<file path="src/common/lsu_pkg.sv">
`default_nettype none

package lsu_pkg;

    // core widths
    localparam int XLEN      = 64;
    localparam int ILEN      = 32;

    // data memory geometry
    localparam int MEM_WORDS = 256;
    localparam int WADDR_W   = $clog2(MEM_WORDS);
    // wait cycles from first enable to acknowledge
    localparam int MEM_LAT   = 2;
    localparam int LAT_CNT_W = $clog2(MEM_LAT + 1);
    // byte offset bits inside one memory word
    localparam int OFF_W     = $clog2(XLEN / 8);

    // plain vectors with a meaning
    typedef logic [XLEN-1:0]    xlen_t;
    typedef logic [ILEN-1:0]    instr_t;
    typedef logic [2:0]         funct3_t;
    typedef logic [XLEN/8-1:0]  be_t;
    typedef logic [4:0]         reg_idx_t;
    typedef logic [WADDR_W-1:0] word_addr_t;

    // major opcodes of the memory instructions
    localparam logic [6:0] OPC_LOAD  = 7'b0000011;
    localparam logic [6:0] OPC_STORE = 7'b0100011;

    // load kinds
    localparam funct3_t F3_LB  = 3'b000;
    localparam funct3_t F3_LH  = 3'b001;
    localparam funct3_t F3_LW  = 3'b010;
    localparam funct3_t F3_LD  = 3'b011;
    localparam funct3_t F3_LBU = 3'b100;
    localparam funct3_t F3_LHU = 3'b101;
    localparam funct3_t F3_LWU = 3'b110;

    // store kinds
    localparam funct3_t F3_SB  = 3'b000;
    localparam funct3_t F3_SH  = 3'b001;
    localparam funct3_t F3_SW  = 3'b010;
    localparam funct3_t F3_SD  = 3'b011;

    // load/store core states
    typedef enum logic [1:0] {
        IDLE,
        ACCESS,
        RESP
    } ls_state_e;

    // one decoded memory operation
    typedef struct packed {
        logic     is_load;
        logic     is_store;
        funct3_t  funct3;
        xlen_t    addr;
        xlen_t    wdata;
        reg_idx_t rd;
    } ls_op_t;

    // response back to the requester
    typedef struct packed {
        xlen_t rdata;
        logic  err;
        logic  is_load;
    } ls_resp_t;

    // core to data memory
    typedef struct packed {
        logic       rd_en;
        logic       wr_en;
        word_addr_t waddr;
        xlen_t      wdata;
        be_t        wmask;
    } mem_req_t;

endpackage

`default_nettype wire
</file>
<file path="src/lsu/ls_decode.sv">
`timescale 1ns/1ps
`default_nettype none

module ls_decode import lsu_pkg::*; (
    input  wire         clk,
    input  wire         rst_n_i,
    input  wire instr_t instr_i,
    input  wire xlen_t  rs1_i,
    input  wire xlen_t  rs2_i,
    input  wire         accept_i,
    input  wire xlen_t  last_load_data_i,
    output ls_op_t      op_o
);

    logic [6:0] opcode;
    funct3_t    funct3;
    reg_idx_t   rd_field;
    reg_idx_t   rs2_field;
    logic       is_load;
    logic       is_store;
    xlen_t      imm_i;
    xlen_t      imm_s;
    // previous accepted instruction
    logic       prev_load_q;
    reg_idx_t   prev_rd_q;
    logic       fwd;

    // fixed instruction fields
    assign opcode    = instr_i[6:0];
    assign funct3    = instr_i[14:12];
    assign rd_field  = instr_i[11:7];
    assign rs2_field = instr_i[24:20];

    assign is_load  = (opcode == OPC_LOAD);
    assign is_store = (opcode == OPC_STORE);

    // I-type and S-type offsets, both sign-extended from bit 31
    assign imm_i = {{(XLEN-12){instr_i[ILEN-1]}}, instr_i[31:20]};
    assign imm_s = {{(XLEN-12){instr_i[ILEN-1]}}, instr_i[31:25], instr_i[11:7]};

    // remember kind and rd of each accepted instruction
    always_ff @(posedge clk or negedge rst_n_i) begin
        if (!rst_n_i) begin
            prev_load_q <= 1'b0;
            prev_rd_q   <= '0;
        end else if (accept_i) begin
            prev_load_q <= is_load;
            prev_rd_q   <= rd_field;
        end
    end

    // store right after a load into its rs2, x0 never forwards
    assign fwd = is_store && prev_load_q && (prev_rd_q == rs2_field) && (rs2_field != '0);

    always_comb begin
        op_o.is_load  = is_load;
        op_o.is_store = is_store;
        op_o.funct3   = funct3;
        op_o.addr     = rs1_i + (is_store ? imm_s : imm_i);
        op_o.wdata    = fwd ? last_load_data_i : rs2_i;
        // stores carry immediate bits where rd sits
        op_o.rd       = is_load ? rd_field : '0;
    end

endmodule

`default_nettype wire

</file>
<file path="config.mk">
export PLATFORM = sky130hd
export DESIGN_NAME = ls_decode
export DESIGN_NICKNAME = d
export VERILOG_FILES = /design/src/common/lsu_pkg.sv /design/src/lsu/ls_decode.sv
export SDC_FILE = /design/constraint.sdc
export NUM_CORES = 1
export LEC_CHECK = 0
export BUFFER_PORTS_ARGS = -buffer_cell sky130_fd_sc_hd__clkbuf_2
export CORE_AREA = 3 3 141 143
export DETAILED_ROUTE_END_ITERATION = 10
export DIE_AREA = 0 0 144 146
export PLACE_DENSITY_LB_ADDON = 0.1
export SLEW_MARGIN = 0
export SYNTH_ARGS = -nofsm -noshare
export SYNTH_HDL_FRONTEND = slang
export SYNTH_SLANG_ARGS = --single-unit
</file>
<file path="constraint.sdc">
create_clock -name clk -period 4.95 [get_ports clk]
set_input_delay 0.99 -clock clk [delete_from_list [all_inputs] [get_ports clk]]
set_output_delay 0.99 -clock clk [all_outputs]
set_load 0.05 [all_outputs]
</file>
==> impl_metrics.json <==
{
  "status": "finished, violations left",
  "violations": "negative setup slack",
  "use_met1": 0.312,
  "cts.sinks": 6,
  "setup_ws_ns": -0.413,
  "cp-end-kind": "primary output",
  "power.leakage_nw": 4.79,
  "cts_max_level": 1,
  "drcViolationCount": 0,
  "power_mw": 2.18,
  "grt_first_pass_wirelength_um": 40400,
  "r2r_slack_ns": 4.18,
  "irDropWorstVdd_mv": 0.154,
  "die-area_sq_um": 21000,
  "coreArea_sq_um": 18700,
  "cts_tree": "done",
  "final-setup-viol-count": 27,
  "start_util": 0.271,
  "timing.rr.start": "prev_rd_q[1]$_DFFE_PN0P_",
  "ys_top_cells_by_area": "ha_1 16%, mux2_2 16%, a21oi_1 7.4%",
  "clk_pin_slew_ns": 0.03,
  "hp-start": "prev_load_q$_DFFE_PN0P_",
  "synth_top_area_frac": 0.155,
  "maxCapViolCount": 0,
  "synth-async-reset-ratio": 1.00,
  "finalWeightedCongestion": 0.934,
  "finalHoldViolCount": 0,
  "yosysSeqAreaShare": 0.0296,
  "die_y_um": 146,
  "hold_class": "reg -> reg",
  "holdPathEnd": "prev_load_q$_DFFE_PN0P_",
  "antenna_found_initial": 13,
  "fin_crit_sh": 1.08,
  "hold_slack_ns": 0.508,
  "synth_edf_count": 0,
  "syn_inst": 685,
  "slew-limit-headroom": 0.578,
  "cpPeakStageDelay_ns": 0.36,
  "multi_input_area_sq_um": 5560,
  "cp_slowest_cell": "fa_2",
  "final_cell_mix": "307 x clkbuf_2, 140 x buf_4, 70 x mux2_2",
  "synth-main-ff-cell": "dfrtp_1",
  "syn-cell-area_sq_um": 5070,
  "drive_gt1_frac": 0.593,
  "final_common_cell": "clkbuf_2",
  "cts_root_buffer": "clkbuf_16",
  "antenna_left": 0,
  "dr.first_iter.drc_count": 338,
  "wl_per_cell_um": 19.4,
  "vias": 7011,
  "syn_nets": 976,
  "die_w_um": 144,
  "port_buffers": 353,
  "grt_max_degree": 65,
  "finalClockSkew_ns": 0,
  "seq_area_sq_um": 150,
  "cts-buffers-inserted": 3,
  "critPathRequiredTime_ns": 3.96,
  "area_growth_pct": 90.9,
  "synth_top_cell_by_area": "ha_1",
  "cts_max_path_buffers": 2,
  "fillCellCount": 1824,
  "start_kind": "input port",
  "path_common_cell": "nand2_2",
  "nNetsFinal": 1447,
  "grtUsageMet3": 0.0950,
  "r2r-end": "prev_rd_q[1]$_DFFE_PN0P_",
  "grtUsageMet2": 0.398,
  "totalWireLength_um": 27000,
  "top_usage_layer": "met2",
  "rsz0062_at_grt": "yes",
  "critPathMaxFanout": 3,
  "critPathArrivalTime_ns": 4.37,
  "dp.final_hpwl_um": 24100,
  "final_area_sq_um": 9690,
  "dr.pass1.iters": 5,
  "post_synth_num_cell_types": 68,
  "via_per_inst": 5.04,
  "min_path_cells": 1,
  "yosys_warnings": 0,
  "worstSetupPathType": "in -> out",
  "dpl_cell_area_sq_um": 8970,
  "avgSynthCellArea_sq_um": 7.41,
  "worstSkewPairLatency_ns": 0.23,
  "grt-ovfl-total": 0,
  "reg2reg_depth": 1,
  "path_cells": "buf_8, nor4_1, and3_1, nand2_2, inv_2, nand2_2, nand2_2, ha_4, inv_2, fa_2, nor2b_4, o2111ai_2, a21oi_2, o211ai_1, a211o_1, a211oi_2, o2111ai_1, nand3_2, a31oi_4, xnor2_4, buf_12",
  "synth_seq_cells": 6,
  "slew_violations": 0,
  "clock.fmax_mhz": 186,
  "powerDensity_nw_per_um2": 225,
  "grt_use_total": 0.245,
  "num_rows": 50,
  "tightest_slew_ns": 0.624,
  "fin_crit_ns": 5.36,
  "place_ws_ns": -0.532,
  "ios": 365,
  "grt_pass1_vias": 7080
}
## critical path: cells and delay by family
| family | cells | cell delay, ns |
|---|---|---|
| buffers and inverters | 4 | 0.37 |
| AND/OR/NAND/NOR | 7 | 0.97 |
| adder cells (fa/ha/maj) | 2 | 0.50 |
| XOR/XNOR | 1 | 0.20 |
| AO/OA/AOI/OAI | 7 | 1.33 |
## power by group
part           internal (mW)  switching, mW
Combinational          0.851           1.15
Clock                  0.103         0.0249
Sequential            0.0536        0.00266
## layer usage
| layer | up-vias | wire length (um) |
|---|---|---|
| met5 | - | 101 |
| met4 | 22 | 525 |
| li1 | 3496 | - |
| met1 | 3170 | 11000 |
| met3 | 46 | 3150 |
| met2 | 277 | 12200 |
## cell usage after synthesis (all sizes together) (8+ instances only)
| cell type | count |
|---|---|
| nor2b | 9 |
| clkbuf | 19 |
| mux2 | 70 |
| buf | 16 |
| nand3 | 17 |
| o21ai | 36 |
| a31oi | 11 |
| nand4 | 16 |
| ha | 63 |
| a21o | 32 |
| nand2 | 71 |
| o21bai | 8 |
| nor2 | 38 |
| nor3 | 14 |
| and2 | 12 |
| inv | 18 |
| a21oi | 79 |
| xor2 | 26 |
| xnor2 | 37 |
## worst max-delay path by stage
| stage | start | end | slack (ns) |
|---|---|---|---|
| 3_3_place_gp | instr_i[2] | op_o[131] | -0.50 |
| 3_5_place_dp | instr_i[2] | op_o[131] | -0.53 |
| 2_1_floorplan | instr_i[3] | op_o[125] | -0.21 |
| 4_1_cts | instr_i[2] | op_o[131] | -0.43 |
| 6_report | instr_i[2] | op_o[131] | -0.41 |
| 5_1_grt | instr_i[2] | op_o[131] | -0.63 |
## timing repair
action,4_1_cts,5_1_grt
gates resized for setup,60,57
gates cloned,0,0
pin swaps,33,28
hold buffers,0,0
setup buffers,7,7
setup endpoints to repair,34,50
## flip-flops by register name, summed over array words and instances, names as in the netlist
name	cells
prev_rd_q	5
prev_load_q	1
## metrics by stage
stage | utilization | cells | TNS (ns)
2_1_floorplan | - | 685 | -1.37
3_3_place_gp | 0.480 | 1372 | -8.09
3_5_place_dp | 0.480 | 1372 | -8.71
4_1_cts | 0.504 | 1382 | -7.33
5_1_grt | 0.518 | 1388 | -14.40
6_report | 0.518 | 1390 | -7.48
## area by class of cell
class	count	share of cell area
multi-input combinational	626	0.573
timing repair buffer	501	0.366
tap	234	0.0302
sequential	6	0.0155
clock buffer	3	0.00775
inverter	18	0.00697
antenna	2	0.000517
## cell families after synthesis
group	count (synthesis)	share of synthesized area
AO/OA/AOI/OAI	220	0.297
AND/OR/NAND/NOR	208	0.201
multiplexers	71	0.157
adder cells (fa/ha/maj)	64	0.159
XOR/XNOR	63	0.109
buffers and inverters	53	0.0468
flip-flops	6	0.0296
No activity file was read; power rests on OpenSTA's default activity.
