$ cat config.mk
export PLATFORM = sky130hd
export DESIGN_NAME = lsu_core
export DESIGN_NICKNAME = d
export VERILOG_FILES = /design/src/common/lsu_pkg.sv /design/src/lsu/lsu_core.sv /design/src/lsu/load_extract.sv /design/src/lsu/store_align.sv
export SDC_FILE = /design/constraint.sdc
export NUM_CORES = 1
export LEC_CHECK = 0
export ABC_AREA = 0
export BUFFER_PORTS_ARGS = -buffer_cell sky130_fd_sc_hd__buf_2
export CAP_MARGIN = 20
export CORE_UTILIZATION = 31
export CTS_BUF_LIST = sky130_fd_sc_hd__clkbuf_2 sky130_fd_sc_hd__clkbuf_4 sky130_fd_sc_hd__clkbuf_8
export CTS_CLUSTER_DIAMETER = 200
export CTS_CLUSTER_SIZE = 16
export DETAILED_ROUTE_END_ITERATION = 7
export PLACE_DENSITY = 0.67
export SLEW_MARGIN = 30
export SYNTH_ARGS = -nofsm -noshare
export SYNTH_HDL_FRONTEND = slang
export SYNTH_SLANG_ARGS = --single-unit
$ cat constraint.sdc
create_clock -name clk -period 10 [get_ports clk]
set_input_delay 0 -clock clk [delete_from_list [all_inputs] [get_ports clk]]
set_output_delay 0 -clock clk [all_outputs]
set_load 0.02 [all_outputs]
$ cat src/common/lsu_pkg.sv
`default_nettype none

package lsu_pkg;

    // core widths
    localparam int XLEN      = 64;
    localparam int ILEN      = 32;

    // data memory geometry
    localparam int MEM_WORDS = 256;
    localparam int WADDR_W   = $clog2(MEM_WORDS);
    // wait cycles from first enable to acknowledge
    localparam int MEM_LAT   = 2;
    localparam int LAT_CNT_W = $clog2(MEM_LAT + 1);
    // byte offset bits inside one memory word
    localparam int OFF_W     = $clog2(XLEN / 8);

    // plain vectors with a meaning
    typedef logic [XLEN-1:0]    xlen_t;
    typedef logic [ILEN-1:0]    instr_t;
    typedef logic [2:0]         funct3_t;
    typedef logic [XLEN/8-1:0]  be_t;
    typedef logic [4:0]         reg_idx_t;
    typedef logic [WADDR_W-1:0] word_addr_t;

    // major opcodes of the memory instructions
    localparam logic [6:0] OPC_LOAD  = 7'b0000011;
    localparam logic [6:0] OPC_STORE = 7'b0100011;

    // load kinds
    localparam funct3_t F3_LB  = 3'b000;
    localparam funct3_t F3_LH  = 3'b001;
    localparam funct3_t F3_LW  = 3'b010;
    localparam funct3_t F3_LD  = 3'b011;
    localparam funct3_t F3_LBU = 3'b100;
    localparam funct3_t F3_LHU = 3'b101;
    localparam funct3_t F3_LWU = 3'b110;

    // store kinds
    localparam funct3_t F3_SB  = 3'b000;
    localparam funct3_t F3_SH  = 3'b001;
    localparam funct3_t F3_SW  = 3'b010;
    localparam funct3_t F3_SD  = 3'b011;

    // load/store core states
    typedef enum logic [1:0] {
        IDLE,
        ACCESS,
        RESP
    } ls_state_e;

    // one decoded memory operation
    typedef struct packed {
        logic     is_load;
        logic     is_store;
        funct3_t  funct3;
        xlen_t    addr;
        xlen_t    wdata;
        reg_idx_t rd;
    } ls_op_t;

    // response back to the requester
    typedef struct packed {
        xlen_t rdata;
        logic  err;
        logic  is_load;
    } ls_resp_t;

    // core to data memory
    typedef struct packed {
        logic       rd_en;
        logic       wr_en;
        word_addr_t waddr;
        xlen_t      wdata;
        be_t        wmask;
    } mem_req_t;

endpackage

`default_nettype wire
$ cat src/lsu/lsu_core.sv
`timescale 1ns/1ps
`default_nettype none

module lsu_core import lsu_pkg::*; (
    input  wire         clk,
    input  wire         rst_n_i,
    input  wire         req_valid_i,
    output logic        req_ready_o,
    input  wire ls_op_t op_i,
    output mem_req_t    mem_o,
    input  wire         mem_ack_i,
    input  wire xlen_t  mem_rdata_i,
    output logic        resp_valid_o,
    input  wire         resp_ready_i,
    output ls_resp_t    resp_o,
    output xlen_t       last_load_data_o
);

    ls_state_e state_q;
    ls_state_e state_d;
    ls_op_t    op_q;
    ls_resp_t  resp_q;
    xlen_t     last_load_q;
    logic      accept;
    logic      aligned;
    logic      f3_legal;
    logic      op_ok;
    logic      mem_en;
    xlen_t     load_data;

    assign accept = req_valid_i && req_ready_o;

    // natural alignment, size is funct3[1:0] for loads and stores
    always_comb begin
        case (op_i.funct3[1:0])
            2'b00:   aligned = 1'b1;
            2'b01:   aligned = (op_i.addr[0] == 1'b0);
            2'b10:   aligned = (op_i.addr[1:0] == 2'b00);
            default: aligned = (op_i.addr[OFF_W-1:0] == '0);
        endcase
    end

    // 3'b111 is no load, and stores stop at doubleword
    assign f3_legal = op_i.is_load ? (op_i.funct3 != 3'b111) : !op_i.funct3[2];
    assign op_ok    = (op_i.is_load || op_i.is_store) && f3_legal && aligned;

    always_comb begin
        state_d = state_q;
        case (state_q)
            IDLE: begin
                // bad requests go straight to an error response
                if (accept) begin
                    state_d = op_ok ? ACCESS : RESP;
                end
            end
            ACCESS: begin
                if (mem_ack_i) begin
                    state_d = RESP;
                end
            end
            RESP: begin
                if (resp_ready_i) begin
                    state_d = IDLE;
                end
            end
            default: state_d = IDLE;
        endcase
    end

    always_ff @(posedge clk or negedge rst_n_i) begin
        if (!rst_n_i) begin
            state_q <= IDLE;
        end else begin
            state_q <= state_d;
        end
    end

    // operation held for the whole access
    always_ff @(posedge clk) begin
        if (accept) begin
            op_q <= op_i;
        end
    end

    store_align store_align_i (
        .funct3_i  (op_q.funct3),
        .addr_lo_i (op_q.addr[OFF_W-1:0]),
        .wdata_i   (op_q.wdata),
        .wmask_o   (mem_o.wmask),
        .wdata_o   (mem_o.wdata)
    );

    load_extract load_extract_i (
        .funct3_i  (op_q.funct3),
        .addr_lo_i (op_q.addr[OFF_W-1:0]),
        .word_i    (mem_rdata_i),
        .data_o    (load_data)
    );

    assign mem_o.rd_en = (state_q == ACCESS) && op_q.is_load;
    assign mem_o.wr_en = (state_q == ACCESS) && op_q.is_store;
    assign mem_o.waddr = op_q.addr[OFF_W +: WADDR_W];
    assign mem_en      = mem_o.rd_en || mem_o.wr_en;

    // response loads once and then holds through RESP
    always_ff @(posedge clk) begin
        if (accept && !op_ok) begin
            resp_q.rdata   <= '0;
            resp_q.err     <= 1'b1;
            resp_q.is_load <= op_i.is_load;
        end else if ((state_q == ACCESS) && mem_ack_i) begin
            resp_q.rdata   <= op_q.is_load ? load_data : '0;
            resp_q.err     <= 1'b0;
            resp_q.is_load <= op_q.is_load;
        end
    end

    // source of store data forwarding
    always_ff @(posedge clk) begin
        if ((state_q == ACCESS) && mem_ack_i && op_q.is_load) begin
            last_load_q <= load_data;
        end
    end

    assign req_ready_o      = (state_q == IDLE);
    assign resp_valid_o     = (state_q == RESP);
    assign resp_o           = resp_q;
    assign last_load_data_o = last_load_q;

    // one access is either a read or a write
    assert property (@(posedge clk) disable iff (!rst_n_i)
        !(mem_o.rd_en && mem_o.wr_en));

    // memory has no ready, request must hold until ack
    assert property (@(posedge clk) disable iff (!rst_n_i)
        (mem_en && !mem_ack_i) |=> (mem_en && $stable(mem_o)));

    // held response keeps its payload
    assert property (@(posedge clk) disable iff (!rst_n_i)
        (resp_valid_o && !resp_ready_i) |=> (resp_valid_o && $stable(resp_o)));

endmodule

`default_nettype wire

$ cat src/lsu/load_extract.sv
`timescale 1ns/1ps
`default_nettype none

module load_extract import lsu_pkg::*; (
    input  wire funct3_t          funct3_i,
    input  wire logic [OFF_W-1:0] addr_lo_i,
    input  wire xlen_t            word_i,
    output xlen_t                 data_o
);

    // addressed byte moved down to lane 0
    xlen_t shifted;

    assign shifted = word_i >> {addr_lo_i, 3'b000};

    always_comb begin
        case (funct3_i)
            // signed kinds copy the top bit of the field
            F3_LB: begin
                data_o = {{(XLEN-8){shifted[7]}}, shifted[7:0]};
            end
            F3_LH: begin
                data_o = {{(XLEN-16){shifted[15]}}, shifted[15:0]};
            end
            F3_LW: begin
                data_o = {{(XLEN-32){shifted[31]}}, shifted[31:0]};
            end
            F3_LD: begin
                data_o = shifted;
            end
            // unsigned kinds fill with zeros
            F3_LBU: begin
                data_o = {{(XLEN-8){1'b0}}, shifted[7:0]};
            end
            F3_LHU: begin
                data_o = {{(XLEN-16){1'b0}}, shifted[15:0]};
            end
            F3_LWU: begin
                data_o = {{(XLEN-32){1'b0}}, shifted[31:0]};
            end
            default: begin
                data_o = '0;
            end
        endcase
    end

endmodule

`default_nettype wire

$ cat src/lsu/store_align.sv
`timescale 1ns/1ps
`default_nettype none

module store_align import lsu_pkg::*; (
    input  wire funct3_t          funct3_i,
    input  wire logic [OFF_W-1:0] addr_lo_i,
    input  wire xlen_t            wdata_i,
    output be_t                   wmask_o,
    output xlen_t                 wdata_o
);

    // contiguous enables for the access size, before the shift
    be_t base_mask;

    always_comb begin
        case (funct3_i)
            F3_SB: begin
                base_mask = be_t'(8'h01);
                // one byte copied into every lane
                wdata_o   = {8{wdata_i[7:0]}};
            end
            F3_SH: begin
                base_mask = be_t'(8'h03);
                wdata_o   = {4{wdata_i[15:0]}};
            end
            F3_SW: begin
                base_mask = be_t'(8'h0f);
                wdata_o   = {2{wdata_i[31:0]}};
            end
            F3_SD: begin
                base_mask = be_t'(8'hff);
                wdata_o   = wdata_i;
            end
            default: begin
                // no such store size, nothing gets written
                base_mask = '0;
                wdata_o   = '0;
            end
        endcase
    end

    // move the enables up to the addressed lanes
    // aligned offsets keep them inside the word
    assign wmask_o = be_t'(base_mask << addr_lo_i);

endmodule

`default_nettype wire

==> flow_metrics.py <==
metrics = {
    "finish": {
        "final_area_um2": 13400,
        "num-nets-final": 1523,
        "syn_to_final_growth_pct": 34.6,
        "drive_gt1_frac": 0.326,
    },
    "die": {
        "initial_core_util": 0.315,
        "die-height_um": 181,
        "coreArea_um2": 31600,
        "fp-row-count": 65,
        "dieArea_um2": 32800,
        "die_x_um": 181,
        "boundaryPins": 421,
    },
    "grt": {
        "first_global_vias": 8800,
        "grt.overflow.total": 0,
        "grt_use_total": 0.210,
        "grt_antenna_before_repair": 2,
        "grt_max_degree": 89,
        "grt_pass1_wl_um": 52900,
    },
    "drt": {
        "drt-total-wl_um": 35900,
        "via_count": 8928,
        "drc": 0,
        "avgRoutedWirePerCell_um": 20.8,
        "dr.pass1.iters": 5,
        "detail-route-antenna-nets": 0,
        "drtIter0Drc": 624,
        "vias_per_cell": 5.17,
    },
    "critical_path": {
        "cp_cell_sequence": "buf_4 > nor2_1 > a222oi_1 > nor4b_1 > a311oi_4 > buf_4 > nand2_1 > a22o_1",
        "cp_max_fo": 65,
        "end_kind": "flip-flop",
        "crit_slowest_cell": "buf_4",
        "crit_required_ps": 10440,
        "path_depth": 8,
        "ff2ff_setup_slack_ps": 6210,
        "crit_type": "flip-flop to flip-flop",
        "start_kind": "flip-flop",
        "path_common_cell": "buf_4",
        "crit_buf_inv": 2,
        "critical_path_arrival_ps": 4230,
        "timing.rr.end": "resp_o[48]",
        "cp_slowest_stage_delay_ps": 720,
        "rr_startpoint": "op_q[70]",
        "reg2reg_depth": 8,
        "crit_family": "compound AO/OA/AOI/OAI gates",
    },
    "outcome": {
        "outcome": "finished, final reports clean",
    },
    "cts": {
        "clock-sinks": 212,
        "root_buffer": "clkbuf_8",
        "insertion_delay_ps": 540,
        "numCtsBuffers": 17,
        "post_cts_buffers": 0,
        "path_clk_slew_ps": 110,
        "h-tree-depth": 1,
        "cts_resized": 0,
        "clockBufferDepth": 3,
        "cts_tree": "done",
    },
    "power": {
        "max-vdd-ir-drop_uv": 145,
        "comb_power_share": 0.312,
        "swShare": 0.355,
        "internal_power_w": 0.00148,
        "power.density_nw_per_um2": 172,
        "seq_power_share": 0.474,
        "switching_power_w": 0.000813,
        "p_leak_nw": 5.85,
        "p_clk_frac": 0.214,
    },
    "timing": {
        "timing.fmax_ghz": 0.264,
        "finalSetupViolCount": 0,
        "post-route-min-period_ps": 3790,
        "max_slew.worst_pin.slew_ps": 942,
        "holdWs_ps": 45.5,
        "rsz0062_at_grt": "no",
        "hold_viol_final": 0,
        "clock_skew_ps": 26.6,
        "slew_headroom": 0.372,
        "finalSetupTns_ps": 0,
        "slew_viol_final": 0,
        "final.setup.worst_slack_ps": 6210,
        "fin_crit_sh": 0.379,
    },
    "yosys": {
        "synth_cell_types": 49,
        "synthFlopType": "edfxtp_1",
        "ys_seq_area_frac": 0.574,
        "synth_commonest_cells": "edfxtp_1 (145), nand2_1 (117), a21oi_1 (75)",
        "async_flop_share": 0.00943,
        "yosysWarnings": 0,
        "avgSynthCellArea_um2": 11.0,
        "synth_top_cell_by_area": "edfxtp_1",
        "synthTopCellsByArea": "edfxtp_1 (44%), dfxtp_1 (13%), mux2i_1 (6.4%)",
        "syn_nets": 1109,
        "synth_enable_flop_cells": 145,
        "syn_area_um2": 9930,
        "synth_most_common_cell": "edfxtp_1",
        "synth_top_area_share": 0.438,
        "synth_cells": 902,
        "ys_ff_latch": 212,
    },
    "placement": {
        "dpl.hpwl_um": 25100,
        "place_ws_ps": 6230,
        "io_buffer_count": 362,
        "dpl_cell_area_um2": 12000,
        "routabilityCongestion": 0.845,
    },
    "min_path": {
        "worstHoldPathType": "input port to flip-flop",
        "min_to": "last_load_data_o[26]",
        "min_delay_path_depth": 5,
        "hold_start": "mem_rdata_i[26]",
    },
    "run": {
        "cap_violations": 0,
    },
}
state kept, by name, summed over array words and instances (netlist names):
name and count:
state_q 2, last_load_data_o 64, mem_o 8, resp_o 66, op_q 72
cell usage in the layout, fill, tap and decap left out, types with 2 or more instances in the layout:
| cell | instances |
|---|---|
| and2_1 | 6 |
| nor2_1 | 54 |
| a31oi_1 | 4 |
| a22o_1 | 64 |
| and3_1 | 2 |
| a22oi_1 | 5 |
| clkbuf_4 | 9 |
| o211ai_1 | 2 |
| a21oi_1 | 75 |
| o21a_1 | 2 |
| o21ai_0 | 35 |
| dfrtp_1 | 2 |
| o2bb2ai_1 | 5 |
| nor2b_1 | 33 |
| nand2b_1 | 2 |
| o22a_1 | 7 |
| buf_4 | 12 |
| mux2i_1 | 64 |
| o21bai_1 | 8 |
| mux2_2 | 17 |
| edfxtp_1 | 145 |
| nand2_1 | 117 |
| dfxtp_1 | 65 |
| clkbuf_8 | 17 |
| nand3_1 | 3 |
| dlygate4sd3_1 | 103 |
| a21o_1 | 6 |
| mux4_2 | 2 |
| a211oi_1 | 48 |
| buf_2 | 362 |
| inv_1 | 12 |
| nor3_1 | 4 |
| or2_2 | 2 |
| nor4_1 | 2 |
| o21ai_1 | 7 |
layer usage:
layer	vias to the layer above	wire (µm)	global-route usage	share of wire
li1	4151	-	-	-
met1	4254	14000	0.240	0.39
met2	456	17600	0.378	0.49
met3	65	3020	0.0522	0.084
met4	2	1280	0.0783	0.036
met5	-	13	0	0.00036
power by group through the flow:
| stage | Combinational [W] | Sequential [W] | Clock (W) |
|---|---|---|---|
| final | 0.000714 | 0.00109 | 0.000492 |
| after global routing | 0.000773 | 0.00109 | 0.000541 |
| after CTS | 0.000711 | 0.00109 | 0.000513 |
| after detailed placement | 0.000675 | 0.00111 | 0 |
| after global placement | 0.000669 | 0.00110 | 0 |
| after floorplan | 0.000414 | 0.00112 | 0 |
cell families after synthesis:
family,synth area share
multiplexers,0.0909
buffers and inverters,0.0417
AND/OR/NAND/NOR,0.105
flip-flops,0.574
AO/OA/AOI/OAI,0.188
what timing repair did:
| action | 4_1_cts | 5_1_grt |
|---|---|---|
| hold buffers | 103 | 0 |
| hold endpoints to repair | 121 | 0 |
| setup endpoints to repair | 0 | 0 |
per-stage QoR:
stage	cells	utilization	power, W
6_report	1728	0.424	0.00229
2_1_floorplan	902	-	0.00153
5_1_grt	1728	0.424	0.00241
3_5_place_dp	1596	0.380	0.00178
4_1_cts	1727	0.423	0.00231
3_3_place_gp	1596	0.380	0.00177
worst max-delay path by stage:
stage,start,end,slack [ps]
2_1_floorplan,state_q[0],last_load_data_o[0],6840
3_3_place_gp,op_q[70],resp_o[48],6360
3_5_place_dp,op_q[70],resp_o[48],6230
4_1_cts,op_q[70],resp_o[48],6200
5_1_grt,op_q[70],resp_o[48],5990
6_report,op_q[70],resp_o[48],6210
tightest hold or removal path, delay by kind of cell:
kind | cells | cell delay (ps)
AO/OA/AOI/OAI | 2 | 210
buffers and inverters | 1 | 110
multiplexers | 1 | 80
AND/OR/NAND/NOR | 1 | 80
final cells by class:
cell class,instances,area (µm²)
fillers,3013,18200
well taps,402,503
diodes,1,2.50
clock inverters,2,23.8
multi-input cells,594,3840
clock buffers,26,302
inverters,13,48.8
flip-flops and latches,212,5710
repair buffers,478,2940
No activity file was read; power rests on OpenSTA's default activity.
